$ cat src/design/pinball_macros.svh
`ifndef PINBALL_MACROS_SVH
`define PINBALL_MACROS_SVH

// reduced raster, one pixel per clock
`define SCAN_WIDTH 80
`define SCAN_HEIGHT 56

// fixed border bands at the four raster edges
`define BORDER_THICK 4

// wide enough for any column or row of the raster
`define COORD_BITS 7

`endif
$ cat src/design/pinballHitPkg.sv
package pinballHitPkg;

	// coverage of one pixel, one bit per object
	typedef struct packed {
		logic ball;
		logic borderTop;
		logic borderBottom;
		logic borderLeft;
		logic borderRight;
		logic frame;
		logic flipper;
		logic obstacle;
		logic spring;
		logic bumper;
		logic scoreNumber;
		logic frameStart;
	} drawFlags;

	typedef struct packed {
		logic ballBorderTop;
		logic ballBorderBottom;
		logic ballBorderLeft;
		logic ballBorderRight;
		logic ballFrame;
		logic ballFlipper;
		logic flipperBorderLeft;
		logic flipperBorderRight;
		logic ballObstacle;
		logic ballObstacleGood;
		logic ballObstacleBad;
		logic ballSpringPulse;
		logic ballBumperPulse;
	} hitFlags;

endpackage

$ cat src/design/pinballGeomPkg.sv
`include "pinball_macros.svh"

package pinballGeomPkg;

	typedef logic [`COORD_BITS-1:0] pixelCoord;

	// inclusive bounds on all four sides
	typedef struct packed {
		pixelCoord left;
		pixelCoord top;
		pixelCoord right;
		pixelCoord bottom;
	} objRect;

	typedef enum logic [2:0] {
		objBall        = 3'd0,
		objFrame       = 3'd1,
		objFlipper     = 3'd2,
		objObstacle    = 3'd3,
		objSpring      = 3'd4,
		objBumper      = 3'd5,
		objScoreNumber = 3'd6
	} objectId;

	typedef logic [1:0] rectField;

	localparam rectField fieldLeft   = 2'd0;
	localparam rectField fieldTop    = 2'd1;
	localparam rectField fieldRight  = 2'd2;
	localparam rectField fieldBottom = 2'd3;

	typedef objRect [6:0] sceneRects; // indexed by objectId

endpackage

$ cat src/design/pinballScene.sv
`timescale 1ns/1ps

module pinballScene import pinballGeomPkg::*, pinballHitPkg::*; (
	input  logic      clk,
	input  logic      resetN,
	input  logic      layoutWrite,
	input  objectId   layoutObject,
	input  rectField  layoutField,
	input  pixelCoord layoutData,
	output pixelCoord pixelX,
	output pixelCoord pixelY,
	output logic      frameStart,
	output hitFlags   hits
);

	pixelCoord scanX;
	pixelCoord scanY;
	logic      startOfFrame;
	sceneRects activeRects;
	drawFlags  draw;

	scanTimer timer (
		.clk          (clk),
		.resetN       (resetN),
		.scanX        (scanX),
		.scanY        (scanY),
		.startOfFrame (startOfFrame)
	);

	sceneLayout layout (
		.clk          (clk),
		.resetN       (resetN),
		.startOfFrame (startOfFrame),
		.layoutWrite  (layoutWrite),
		.layoutObject (layoutObject),
		.layoutField  (layoutField),
		.layoutData   (layoutData),
		.activeRects  (activeRects)
	);

	sceneRenderer renderer (
		.clk          (clk),
		.resetN       (resetN),
		.scanX        (scanX),
		.scanY        (scanY),
		.startOfFrame (startOfFrame),
		.activeRects  (activeRects),
		.draw         (draw),
		.drawX        (pixelX),
		.drawY        (pixelY)
	);

	collisionDetector detector (
		.clk    (clk),
		.resetN (resetN),
		.draw   (draw),
		.hits   (hits)
	);

	assign frameStart = draw.frameStart; // aligned with hits

endmodule

$ cat src/design/collisionDetector.sv
`timescale 1ns/1ps

module collisionDetector import pinballHitPkg::*; (
	input  logic     clk,
	input  logic     resetN,
	input  drawFlags draw,
	output hitFlags  hits
);

	// first-contact events: obstacle, spring, bumper
	logic [2:0] contact;
	logic [2:0] contactSeen;
	logic [2:0] firstContact;

	// sticky flipper-border flags: left, right
	logic [1:0] flipperBorder;
	logic [1:0] flipperSticky;

	assign contact = {
		draw.ball && draw.obstacle,
		draw.ball && draw.spring,
		draw.ball && draw.bumper
	};

	// the frameStart pixel already belongs to the new frame
	assign firstContact = contact & (draw.frameStart ? 3'b111 : ~contactSeen);

	always_ff @(posedge clk or negedge resetN) begin
		if (!resetN) begin
			contactSeen <= '0;
		end else if (draw.frameStart) begin
			contactSeen <= contact;
		end else begin
			contactSeen <= contactSeen | contact;
		end
	end

	assign flipperBorder = {
		draw.flipper && draw.borderLeft,
		draw.flipper && draw.borderRight
	};

	always_ff @(posedge clk or negedge resetN) begin
		if (!resetN) begin
			flipperSticky <= '0;
		end else if (draw.frameStart) begin
			flipperSticky <= '0; // cleared for the new frame
		end else begin
			flipperSticky <= flipperSticky | flipperBorder;
		end
	end

	always_comb begin
		hits.ballBorderTop      = draw.ball && draw.borderTop;
		hits.ballBorderBottom   = draw.ball && draw.borderBottom;
		hits.ballBorderLeft     = draw.ball && draw.borderLeft;
		hits.ballBorderRight    = draw.ball && draw.borderRight;
		hits.ballFrame          = draw.ball && draw.frame;
		hits.ballFlipper        = draw.ball && draw.flipper;
		hits.flipperBorderLeft  = flipperSticky[1];
		hits.flipperBorderRight = flipperSticky[0];
		hits.ballObstacle       = firstContact[2];
		hits.ballObstacleGood   = firstContact[2] && draw.scoreNumber; // hit on the score digit
		hits.ballObstacleBad    = firstContact[2] && !draw.scoreNumber;
		hits.ballSpringPulse    = firstContact[1];
		hits.ballBumperPulse    = firstContact[0];
	end

endmodule

$ cat src/design/sceneRenderer.sv
`timescale 1ns/1ps
`include "pinball_macros.svh"

module sceneRenderer import pinballGeomPkg::*, pinballHitPkg::*; (
	input  logic      clk,
	input  logic      resetN,
	input  pixelCoord scanX,
	input  pixelCoord scanY,
	input  logic      startOfFrame,
	input  sceneRects activeRects,
	output drawFlags  draw,
	output pixelCoord drawX,
	output pixelCoord drawY
);

	localparam pixelCoord bandEnd     = pixelCoord'(`BORDER_THICK);
	localparam pixelCoord rightStart  = pixelCoord'(`SCAN_WIDTH - `BORDER_THICK);
	localparam pixelCoord bottomStart = pixelCoord'(`SCAN_HEIGHT - `BORDER_THICK);

	drawFlags drawNext;

	function automatic logic inRect(objRect r, pixelCoord x, pixelCoord y);
		logic inX;
		logic inY;
		inX = (x >= r.left) && (x <= r.right);
		inY = (y >= r.top) && (y <= r.bottom);
		return inX && inY;
	endfunction

	always_comb begin
		drawNext.ball         = inRect(activeRects[objBall], scanX, scanY);
		drawNext.borderTop    = (scanY < bandEnd);
		drawNext.borderBottom = (scanY >= bottomStart);
		drawNext.borderLeft   = (scanX < bandEnd);
		drawNext.borderRight  = (scanX >= rightStart);
		drawNext.frame        = inRect(activeRects[objFrame], scanX, scanY);
		drawNext.flipper      = inRect(activeRects[objFlipper], scanX, scanY);
		drawNext.obstacle     = inRect(activeRects[objObstacle], scanX, scanY);
		drawNext.spring       = inRect(activeRects[objSpring], scanX, scanY);
		drawNext.bumper       = inRect(activeRects[objBumper], scanX, scanY);
		drawNext.scoreNumber  = inRect(activeRects[objScoreNumber], scanX, scanY);
		drawNext.frameStart   = startOfFrame;
	end

	// one clock of latency, coordinate travels with the flags
	always_ff @(posedge clk or negedge resetN) begin
		if (!resetN) begin
			draw  <= '0;
			drawX <= '0;
			drawY <= '0;
		end else begin
			draw  <= drawNext;
			drawX <= scanX;
			drawY <= scanY;
		end
	end

endmodule

$ cat src/design/sceneLayout.sv
`timescale 1ns/1ps

module sceneLayout import pinballGeomPkg::*; (
	input  logic      clk,
	input  logic      resetN,
	input  logic      startOfFrame,
	input  logic      layoutWrite,
	input  objectId   layoutObject,
	input  rectField  layoutField,
	input  pixelCoord layoutData,
	output sceneRects activeRects
);

	sceneRects shadowRects;

	// field writes land in the shadow copy
	always_ff @(posedge clk or negedge resetN) begin
		if (!resetN) begin
			shadowRects <= '0;
		end else if (layoutWrite) begin
			case (layoutField)
				fieldLeft:  shadowRects[layoutObject].left   <= layoutData;
				fieldTop:   shadowRects[layoutObject].top    <= layoutData;
				fieldRight: shadowRects[layoutObject].right  <= layoutData;
				default:    shadowRects[layoutObject].bottom <= layoutData;
			endcase
		end
	end

	// Whole scene switches at once, so no object tears mid-frame.
	// A write in the commit clock only reaches the shadow copy.
	always_ff @(posedge clk or negedge resetN) begin
		if (!resetN) begin
			activeRects <= '0;
		end else if (startOfFrame) begin
			activeRects <= shadowRects;
		end
	end

endmodule

$ cat src/design/scanTimer.sv
`timescale 1ns/1ps
`include "pinball_macros.svh"

module scanTimer import pinballGeomPkg::*; (
	input  logic      clk,
	input  logic      resetN,
	output pixelCoord scanX,
	output pixelCoord scanY,
	output logic      startOfFrame
);

	localparam pixelCoord lastCol = pixelCoord'(`SCAN_WIDTH - 1);
	localparam pixelCoord lastRow = pixelCoord'(`SCAN_HEIGHT - 1);

	logic endOfLine;
	logic endOfFrame;

	assign endOfLine  = (scanX == lastCol);
	assign endOfFrame = endOfLine && (scanY == lastRow);

	// column counter
	always_ff @(posedge clk or negedge resetN) begin
		if (!resetN) begin
			scanX <= '0;
		end else if (endOfLine) begin
			scanX <= '0;
		end else begin
			scanX <= scanX + 1'b1;
		end
	end

	// row counter, steps at end of each line
	always_ff @(posedge clk or negedge resetN) begin
		if (!resetN) begin
			scanY <= '0;
		end else if (endOfFrame) begin
			scanY <= '0;
		end else if (endOfLine) begin
			scanY <= scanY + 1'b1;
		end
	end

	assign startOfFrame = (scanX == '0) && (scanY == '0); // one clock per frame

endmodule

$ cat config.mk
export PLATFORM = sky130hd
export DESIGN_NAME = pinballScene
export DESIGN_NICKNAME = d
export VERILOG_FILES = /design/src/design/pinballHitPkg.sv /design/src/design/pinballGeomPkg.sv /design/src/design/pinballScene.sv /design/src/design/collisionDetector.sv /design/src/design/sceneRenderer.sv /design/src/design/sceneLayout.sv /design/src/design/scanTimer.sv
export VERILOG_INCLUDE_DIRS = /design/src /design/src/design
export SDC_FILE = /design/constraint.sdc
export NUM_CORES = 1
export LEC_CHECK = 0
export BUFFER_PORTS_ARGS = -buffer_cell sky130_fd_sc_hd__buf_2
export CORE_MARGIN = 10
export CORE_UTILIZATION = 35
export CTS_BUF_LIST = sky130_fd_sc_hd__clkbuf_4 sky130_fd_sc_hd__clkbuf_8
export CTS_CLUSTER_SIZE = 16
export DETAILED_ROUTE_END_ITERATION = 8
export PLACE_DENSITY_LB_ADDON = 0.05
export SYNTH_ARGS = -nofsm -noshare
export SYNTH_HDL_FRONTEND = slang
export SYNTH_SLANG_ARGS = --single-unit
$ cat constraint.sdc
create_clock -name clk -period 2.3 [get_ports clk]
set_input_delay 0.575 -clock clk [delete_from_list [all_inputs] [get_ports clk]]
set_output_delay 0.575 -clock clk [all_outputs]
set_load 0.02 [all_outputs]
* Yosys cells after proc, flatten, opt, wreduce, memory -nomap -nowiden *
Index checks and enable logic that the tools add are counted.

cells by class
  bitwise operators = 4
  $add $sub $neg = 2
  order comparisons = 34
  muxes and demuxes = 19
  eq/ne operators = 4
  reduce and logical (&&, ||, !) cells = 42

operators with widths
  cell                 number
  $bwmux 196           4
  $pmux 196 s3         1
  $demux 28 s3         4
  $ge 7x7->1           14
  $le 7x7->1           14
  $logic_and 1x1->1    37
  $mux 28              1
  $mux 7               4
  $mux 21              1
  $add 7x1->7 const B  2
  $logic_not 7->1      2
  $lt 7x3->1 const B   2
  $mux 14              1
  $eq 7x6->1 const B   1
  $eq 7x7->1 const B   1
  $ge 7x6->1 const B   1
  $ge 7x7->1 const B   1
  $mux 3               2
  $lt 3x4->1 const B   1
  $and 3x3->3          1
  $ge 3x1->1 const B   1
  $not 3->3            1
  $or 3x3->3           1
  $eq 2x1->1 const B   1
  6 further kinds      6

storage, ports and cells
  register bits after elaboration = 437
  output and inout port bits = 28

* Logic depth before layout (Yosys ltp) *
Gate-level depths: netlist of run 1.

  depth after elaboration = 6
  depth in mapped cells = 8

* Cells and area by module *
Synthesis of run 1 repeated with hierarchy kept, for this count alone.

unflattened totals
  cell total of the unflattened synthesis = 1,627
  area, all modules = 21,057.7 sq um

by module, submodules not included
  module             area an instance (sq um)  seq. area each (sq um)  cells each  instances
  sceneLayout        14,705.4                  9,809.4                 878         1
  sceneRenderer      5,336.4                   650.6                   646         1
  scanTimer          748.2                     350.3                   73          1
  collisionDetector  267.8                     125.1                   30          1

* Worst setup path after synthesis of run 1 *
No wires, ideal clock.

  kind = register to register
  start = register timer.scanX[1]
  end = register timer.scanY[5]
  clock period less this slack = 2,129 ps
  data required time = 2,176 ps
  path buffers = 1
  setup slack = 171 ps
  data arrival time = 2,005 ps
  cell stages (with the launch flop) = 8
  path through = dfrtp_1 ha_1 nand3_4 nor4b_2 buf_4 nand3_1 and3b_1 a211o_1

on the way
  cells in the longest elaborated chain, start to end = 3
  elaborated cells on any way between the ends = 4
  those cells by class = eq/ne: 1; mux: 1; reduce/logical: 2

ends and longest elaborated chain
  item                                                RTL line         source
  start, declared                                     scanTimer.sv:7   output pixelCoord scanX,
  start signal, assigned                              scanTimer.sv:28  scanX <= scanX + 1'b1;
  $eq 7x7->1 (*)                                      scanTimer.sv:18  assign endOfLine = (scanX == lastCol);
  $logic_and 1x1->1                                   scanTimer.sv:19  assign endOfFrame = endOfLine && (scanY == lastRow);
  $mux 7 / $reduce_bool 2->1 (equally long branches)  n/a
  end signal, assigned                                scanTimer.sv:39  scanY <= scanY + 1'b1;
  end, declared                                       scanTimer.sv:8   output pixelCoord scanY,

Mark *: on every way between the ends. The rest lies on a longest branch, timed or not.
A chain may end at the register's enable or synchronous reset.

==> results.py, run 1 <==
metrics = {
    "place": {
        "dp_hpwl_mm": 37.2,
        "portBuffers": 42,
        "gp_congestion": 0.762,
    },
    "worst_setup_path": {
        "worst_ep_required_time_ns": 1.73,
        "crit_path_cell_trace": "buf_4 -> and2_1 -> buf_2",
        "r2r-start": "timer.scanX[0]",
        "crit_buf_inv": 2,
        "r2r_end": "renderer.draw[3]",
        "crit_cells": 3,
        "critPathTopFamily": "flip-flops",
        "crit_path_max_incr_delay_ns": 0.46,
        "critPathLaunch": "renderer.draw[11]",
        "rrSetupSlack_ns": 0.22,
        "arrival_ns": 1.62,
        "critPathLaunchType": "flop",
        "cp_max_fo": 6,
        "cpMaxStageDelayCell": "dfrtp_2",
        "crit_path_end_kind": "output pin",
        "endpoint": "hits[8]",
        "reg2reg_depth": 8,
        "worstSetupPathType": "reg -> out",
    },
    "floorplanning": {
        "coreArea_um2": 57900,
        "die_w_um": 263,
        "rows": 88,
        "dieHeight_um": 263,
        "start_util_pct": 35.5,
        "io_pins": 43,
        "dieArea_um2": 68900,
    },
    "cts": {
        "cts_htree_levels": 3,
        "cts-root-buf": "clkbuf_8",
        "cts_setup_buffers": 0,
        "path_clk_slew_ns": 0.05,
        "clkSinkCount": 437,
        "insertion_delay_ns": 0.66,
        "clk_path_buf_depth": 3,
        "cts_tree": "yes",
        "cts_made_buffers": 82,
    },
    "power_and_ir_drop": {
        "vdd_ir_drop_max_mv": 0.423,
        "power_w": 0.0178,
        "power_leakage_nw": 11.6,
        "p_per_area_nw_per_um2": 730,
    },
    "drt": {
        "wl_per_cell_um": 19.8,
        "drc": 0,
        "dr_total_vias": 14000,
        "drt-initial-drc-count": 711,
        "drt.antenna.violating_nets": 0,
        "wirelength_mm": 56.3,
        "dr.pass1.iters": 7,
        "viasPerCell": 4.90,
    },
    "yosys": {
        "syn-num-nets": 2080,
        "async_reset_ff_share_pct": 100,
        "seq_area_frac_synth_pct": 53.1,
        "ys_ff_latch": 437,
        "syn_avg_cell_area_um2": 11.0,
        "synth_cells": 1865,
        "syn_area_um2": 20600,
        "yosys_warnings": 0,
        "synth_cell_types": 42,
        "synth_ff_type": "dfrtp_1",
        "synth-edff-count": 0,
    },
    "cells_and_area": {
        "mostFrequentLayoutCells": "dfrtp_1 (436), nand2_1 (296), ha_1 (200)",
        "nets": 2241,
        "fill_cells": 5612,
        "regArea_um2": 10900,
        "multi_input_area_um2": 8650,
        "final_common_cell": "dfrtp_1",
        "drive_gt1_share_pct": 24.2,
        "area_growth_pct": 18.4,
    },
    "global_routing": {
        "grt_overflow": 0,
        "grt_pass1_vias": 14400,
        "grt_pass1_wl_mm": 87.7,
        "grt_max_degree": 74,
        "track_usage_pct": 16.5,
        "antenna_found_initial": 8,
    },
    "sta": {
        "fin_skew_ns": 0.0214,
        "fmax_mhz": 455,
        "drv_slew": 0,
        "period_minus_slack_ns": 2.20,
        "rsz0062_at_grt": "no",
        "period_share_pct": 95.5,
        "maxSlewHeadroom_pct": 31.8,
        "setup_tns_ns": 0,
        "worstMarginPinSlew_ns": 1.02,
        "finalHoldViolCount": 0,
        "setup_viol": 0,
    },
    "outcome": {
        "status": "complete, no violations",
    },
    "job": {
        "maxCapViolCount": 0,
    },
    "min_path": {
        "hp-class": "in -> async",
    },
}
==> power by group <==
| group | switching, W | total (W) | internal (W) |
|---|---|---|---|
| Clock | 0.00337 | 0.00791 | 0.00455 |
| Sequential | 0.000335 | 0.00872 | 0.00839 |
| Combinational | 0.000533 | 0.00116 | 0.000627 |
| Total | 0.00424 | 0.0178 | 0.0136 |
==> cells by family after synthesis <==
kind of cell | Yosys count | synth area share [%]
compound gates | 351 | 9.47
xor+xnor | 7 | 0.298
simple gates | 426 | 9.21
buf+inv | 248 | 5.03
fa+ha+maj | 200 | 12.2
flops | 437 | 53.1
mux | 196 | 10.7
==> cells in the mapped netlist (22+ instances only) <==
master | instances | area share, %
a21oi_1 | 50 | 1.2
o21ai_1 | 65 | 1.6
inv_1 | 177 | 3.2
dfrtp_1 | 437 | 53
o21ai_0 | 152 | 3.7
clkbuf_1 | 22 | 0.40
nor2_1 | 27 | 0.49
ha_1 | 200 | 12
nand2_1 | 297 | 5.4
o22ai_1 | 27 | 0.82
mux2_2 | 192 | 11
==> per-layer routing <==
| layer | global-route usage, % | vias to the layer above | wire [um] |
|---|---|---|---|
| met4 | 5.67 | 0 | 1640 |
| met5 | 0 | - | 0 |
| met1 | 22.2 | 6925 | 26900 |
| met2 | 26.0 | 204 | 25800 |
| li1 | - | 6738 | - |
| met3 | 3.07 | 108 | 1950 |
==> per-stage QoR <==
| step | worst slack, ns | hold slack [ns] | util [%] | instances | instance area (um2) |
|---|---|---|---|---|---|
| 4_1_cts | 0.00587 | 0.376 | 42.1 | 2849 | 24400 |
| 6_report | 0.103 | 0.416 | 42.1 | 2850 | 24400 |
| 3_5_place_dp | 0.214 | 0.453 | 39.1 | 2706 | 22600 |
| 2_1_floorplan | 0.171 | 0.279 | - | 1865 | 20600 |
| 5_1_grt | 0.00235 | 0.413 | 42.1 | 2850 | 24400 |
| 3_3_place_gp | 0.170 | 0.449 | 39.1 | 2706 | 22600 |
==> worst reg2reg max path: stages (launching register included) <==
cell and delay (ns):
dfrtp_1 0.41, inv_1 0.07, buf_4 0.21, ha_1 0.30, nor2_1 0.04, a21oi_1 0.15
nor3_1 0.07, o21ai_0 0.52, and4_1 0.26
==> area by class of cell <==
cell class	instances	area share [%]
sequential	437	44.9
multi-input combinational	1180	35.5
clock buffer	131	6.65
timing repair buffer	148	5.99
tap	765	3.93
inverter	177	2.73
clock inverter	11	0.359
antenna	1	0.0103
==> how the worst min path moves through the flow <==
stage,start,end,slack (ns),depth (start not counted)
floorplan,resetN,asynchronous set/reset pin,0.28,0
global placement,flop,layout.activeRects[133],0.45,2
detailed placement,flop,layout.activeRects[28],0.45,2
CTS,resetN,renderer.drawY[1],0.38,2
global route,resetN,layout.activeRects[66],0.41,2
finish,resetN,layout.activeRects[68],0.42,2
==> what timing repair did <==
item / 4_1_cts / 5_1_grt
pin swaps: 1 / 1
setup endpoints to repair: 11 / 1
endpoints found under the hold margin: 37 / 0
gates resized for setup: 8 / 3
hold buffers: 1 / 0
Power figures use the tool's default switching activity.
==> inputs of run 2 (changes only) <==
--- a/config.mk
+++ b/config.mk
@@ -6,6 +6,7 @@
 export SDC_FILE = /design/constraint.sdc
 export NUM_CORES = 1
 export LEC_CHECK = 0
+export ABC_AREA = 1
 export BUFFER_PORTS_ARGS = -buffer_cell sky130_fd_sc_hd__buf_2
 export CORE_MARGIN = 10
 export CORE_UTILIZATION = 35
==> results.py, run 2 <==
metrics = {
    "outcome": {
        "status": "complete, no violations",
    },
    "worst_setup_path": {
        "critPathTopFamily": "flip-flops",
        "arrival_ns": 1.66,
        "r2r-start": "timer.scanX[4]",
        "reg2reg_depth": 7,
        "r2r_end": "layout.activeRects[182]",
        "crit_buf_inv": 2,
        "crit_path_max_incr_delay_ns": 0.45,
        "rrSetupSlack_ns": 0.33,
        "crit_path_end_kind": "output pin",
        "worst_ep_required_time_ns": 1.73,
        "cp_max_fo": 3,
        "worstSetupPathType": "reg -> out",
        "cpMaxStageDelayCell": "dfrtp_2",
        "critPathLaunchType": "flop",
        "crit_path_cell_trace": "buf_4 -> nand2_1 -> a21oi_2 -> buf_6",
    },
    "drt": {
        "viasPerCell": 4.58,
        "wl_per_cell_um": 17.0,
        "dr.pass1.iters": 5,
        "wirelength_mm": 59.6,
        "drt.antenna.violating_nets": 0,
        "drt-initial-drc-count": 819,
        "drc": 0,
        "dr_total_vias": 16000,
    },
    "sta": {
        "setup_viol": 0,
        "period_share_pct": 97.2,
        "rsz0062_at_grt": "yes",
        "finalHoldViolCount": 0,
        "fmax_mhz": 447,
        "drv_slew": 0,
        "fin_skew_ns": 0.0309,
        "worstMarginPinSlew_ns": 0.667,
        "period_minus_slack_ns": 2.23,
        "maxSlewHeadroom_pct": 55.5,
    },
    "yosys": {
        "yosys.area_share.xor_xnor_pct": 0.162,
        "synth_adder_area_share_pct": 11.6,
        "ys_ff_latch": 437,
        "synth-edff-count": 0,
        "syn-num-nets": 2753,
        "synthTopCellsByCount": "nand2_1 (983), dfrtp_1 (437), inv_1 (325), o21ai_0 (212), ha_1 (200)",
        "synth_top_family_by_area": "simple AND/OR/NAND/NOR gates",
        "yosysTopAreaCellShare_pct": 50.5,
        "synth_cells": 2538,
        "yosys_warnings": 0,
        "synth-compound-area-share_pct": 8.33,
        "post-synth-top-area-cell": "dfrtp_1",
        "seq_area_frac_synth_pct": 50.5,
        "yosysMostFrequentCell": "nand2_1",
        "synth_ff_type": "dfrtp_1",
        "synth_mux_area_share_pct": 0,
        "async_reset_ff_share_pct": 100,
        "synth_area_leaders": "dfrtp_1 (51%), nand2_1 (17%), ha_1 (12%)",
        "synth_cell_types": 28,
        "syn_area_um2": 21600,
        "yosys.area_share.simple_pct": 20.6,
        "syn_avg_cell_area_um2": 8.52,
    },
    "floorplanning": {
        "coreArea_um2": 61500,
        "rows": 91,
        "start_util_pct": 35.2,
        "dieHeight_um": 269,
        "io_pins": 43,
        "die_w_um": 269,
        "dieArea_um2": 72200,
    },
    "power_and_ir_drop": {
        "p_per_area_nw_per_um2": 722,
        "power_w": 0.0179,
        "vdd_ir_drop_max_mv": 0.396,
        "power_leakage_nw": 13.4,
    },
    "place": {
        "portBuffers": 42,
        "place_area_um2": 22900,
        "dp_hpwl_mm": 37.6,
        "dp.cells": 3349,
        "gp_congestion": 0.755,
    },
    "global_routing": {
        "grt_pass1_wl_mm": 95.2,
        "grt_overflow": 0,
        "antenna_found_initial": 2,
        "grt_max_degree": 133,
        "track_usage_pct": 17.2,
        "grt_pass1_vias": 16400,
    },
    "cells_and_area": {
        "fin_cells": 3499,
        "nets": 2865,
        "fill_cells": 6289,
        "final_common_cell": "nand2_1",
        "multi_input_area_um2": 8810,
        "drive_gt1_share_pct": 10.3,
        "area_growth_pct": 14.2,
        "mostFrequentLayoutCells": "nand2_1 (982), dfrtp_1 (435), inv_1 (324)",
        "regArea_um2": 10900,
        "fin_area_um2": 24700,
    },
    "cts": {
        "cts_htree_levels": 3,
        "clkSinkCount": 437,
        "cts-root-buf": "clkbuf_8",
        "cts_tree": "yes",
        "cts_made_buffers": 84,
        "clk_path_buf_depth": 3,
        "insertion_delay_ns": 0.68,
        "path_clk_slew_ns": 0.06,
    },
    "min_path": {
        "min_from": "layoutData[4]",
        "hold_depth": 3,
        "hp-class": "in -> reg",
    },
    "job": {
        "maxCapViolCount": 0,
    },
}
## run 2: cell types whose count changed after synthesis, moves of 12 or more
cell	before	now
o21ai_0	152	212
o22ai_1	27	0
buf_6	0	30
buf_2	21	34
o21ai_1	65	36
o21a_1	13	0
buf_4	21	0
mux2_2	192	0
a211oi_1	13	0
o2111ai_1	12	0
nor2_1	27	94
a21oi_1	50	66
nand2_1	297	983
inv_1	177	325
## run 2: how the worst max path moves through the flow
stage / from / endpoint / slack (ns) / depth (start not counted)
2_1_floorplan: renderer.draw[11] / hits[2] / 0.29 / 5
3_3_place_gp: layoutField[0] / flop / 0.29 / 7
3_5_place_dp: layoutField[1] / flop / 0.27 / 6
4_1_cts: renderer.draw[11] / hits[0] / -0.007 / 4
5_1_grt: renderer.draw[0] / hits[3] / -0.03 / 5
6_report: renderer.draw[11] / hits[0] / 0.07 / 4
## run 2: area by class of cell
type                       instances  area share [%]
sequential                       437            44.3
multi-input combinational       1688            35.6
clock buffer                     137            6.90
inverter                         326            4.96
timing repair buffer             113            4.08
tap                              790            4.00
clock inverter                     7           0.152
antenna                            1          0.0101
## run 2: where the power goes
part           switching [W]  internal, W  leakage (nW)
Combinational       0.000733     0.000380          6.87
Sequential          0.000321      0.00839          5.56
Clock                0.00339      0.00463         0.934
Total                0.00444       0.0134          13.4
## run 2: cells by family (layout without fill, tap and decap cells)
family                   count (synthesis)  count (layout)
buffers and inverters                  413             583
AND/OR/NAND/NOR                       1140            1140
XOR/XNOR                                 4               4
AO/OA/AOI/OAI                          344             344
other                                    0               1
flip-flops                             437             437
adder cells (fa/ha/maj)                200             200
## run 2: what timing repair did
action,4_1_cts,5_1_grt
hold endpoints to repair,41,0
hold buffers,1,0
setup endpoints to repair,11,3
pin swaps,0,2
gates resized for setup,7,6
buffers inserted,3,2
## run 2: metal layers
| metal | vias to the layer above | part of all wire (%) | GRT usage [%] |
|---|---|---|---|
| li1 | 8168 | - | - |
| met1 | 7545 | 47 | 22.4 |
| met2 | 203 | 47 | 28.7 |
| met3 | 108 | 3.4 | 3.14 |
| met4 | 0 | 2.7 | 5.43 |
| met5 | - | 0 | 0 |
## run 2: stage by stage
step	setup TNS [ns]	hold slack [ns]	utilization, %	worst slack [ns]
after floorplan	0	0.279	-	0.292
after global placement	0	0.433	37.2	0.288
after detailed placement	0	0.443	37.2	0.265
after CTS	-0.00744	0.221	40.1	-0.00744
after global routing	-0.0448	0.244	40.2	-0.0256
final	0	0.272	40.2	0.0653
## run 2: tightest hold or removal path: stages
cell and delay [ns]:
buf_2 0.17, nand2_1 0.08, o21ai_0 0.06
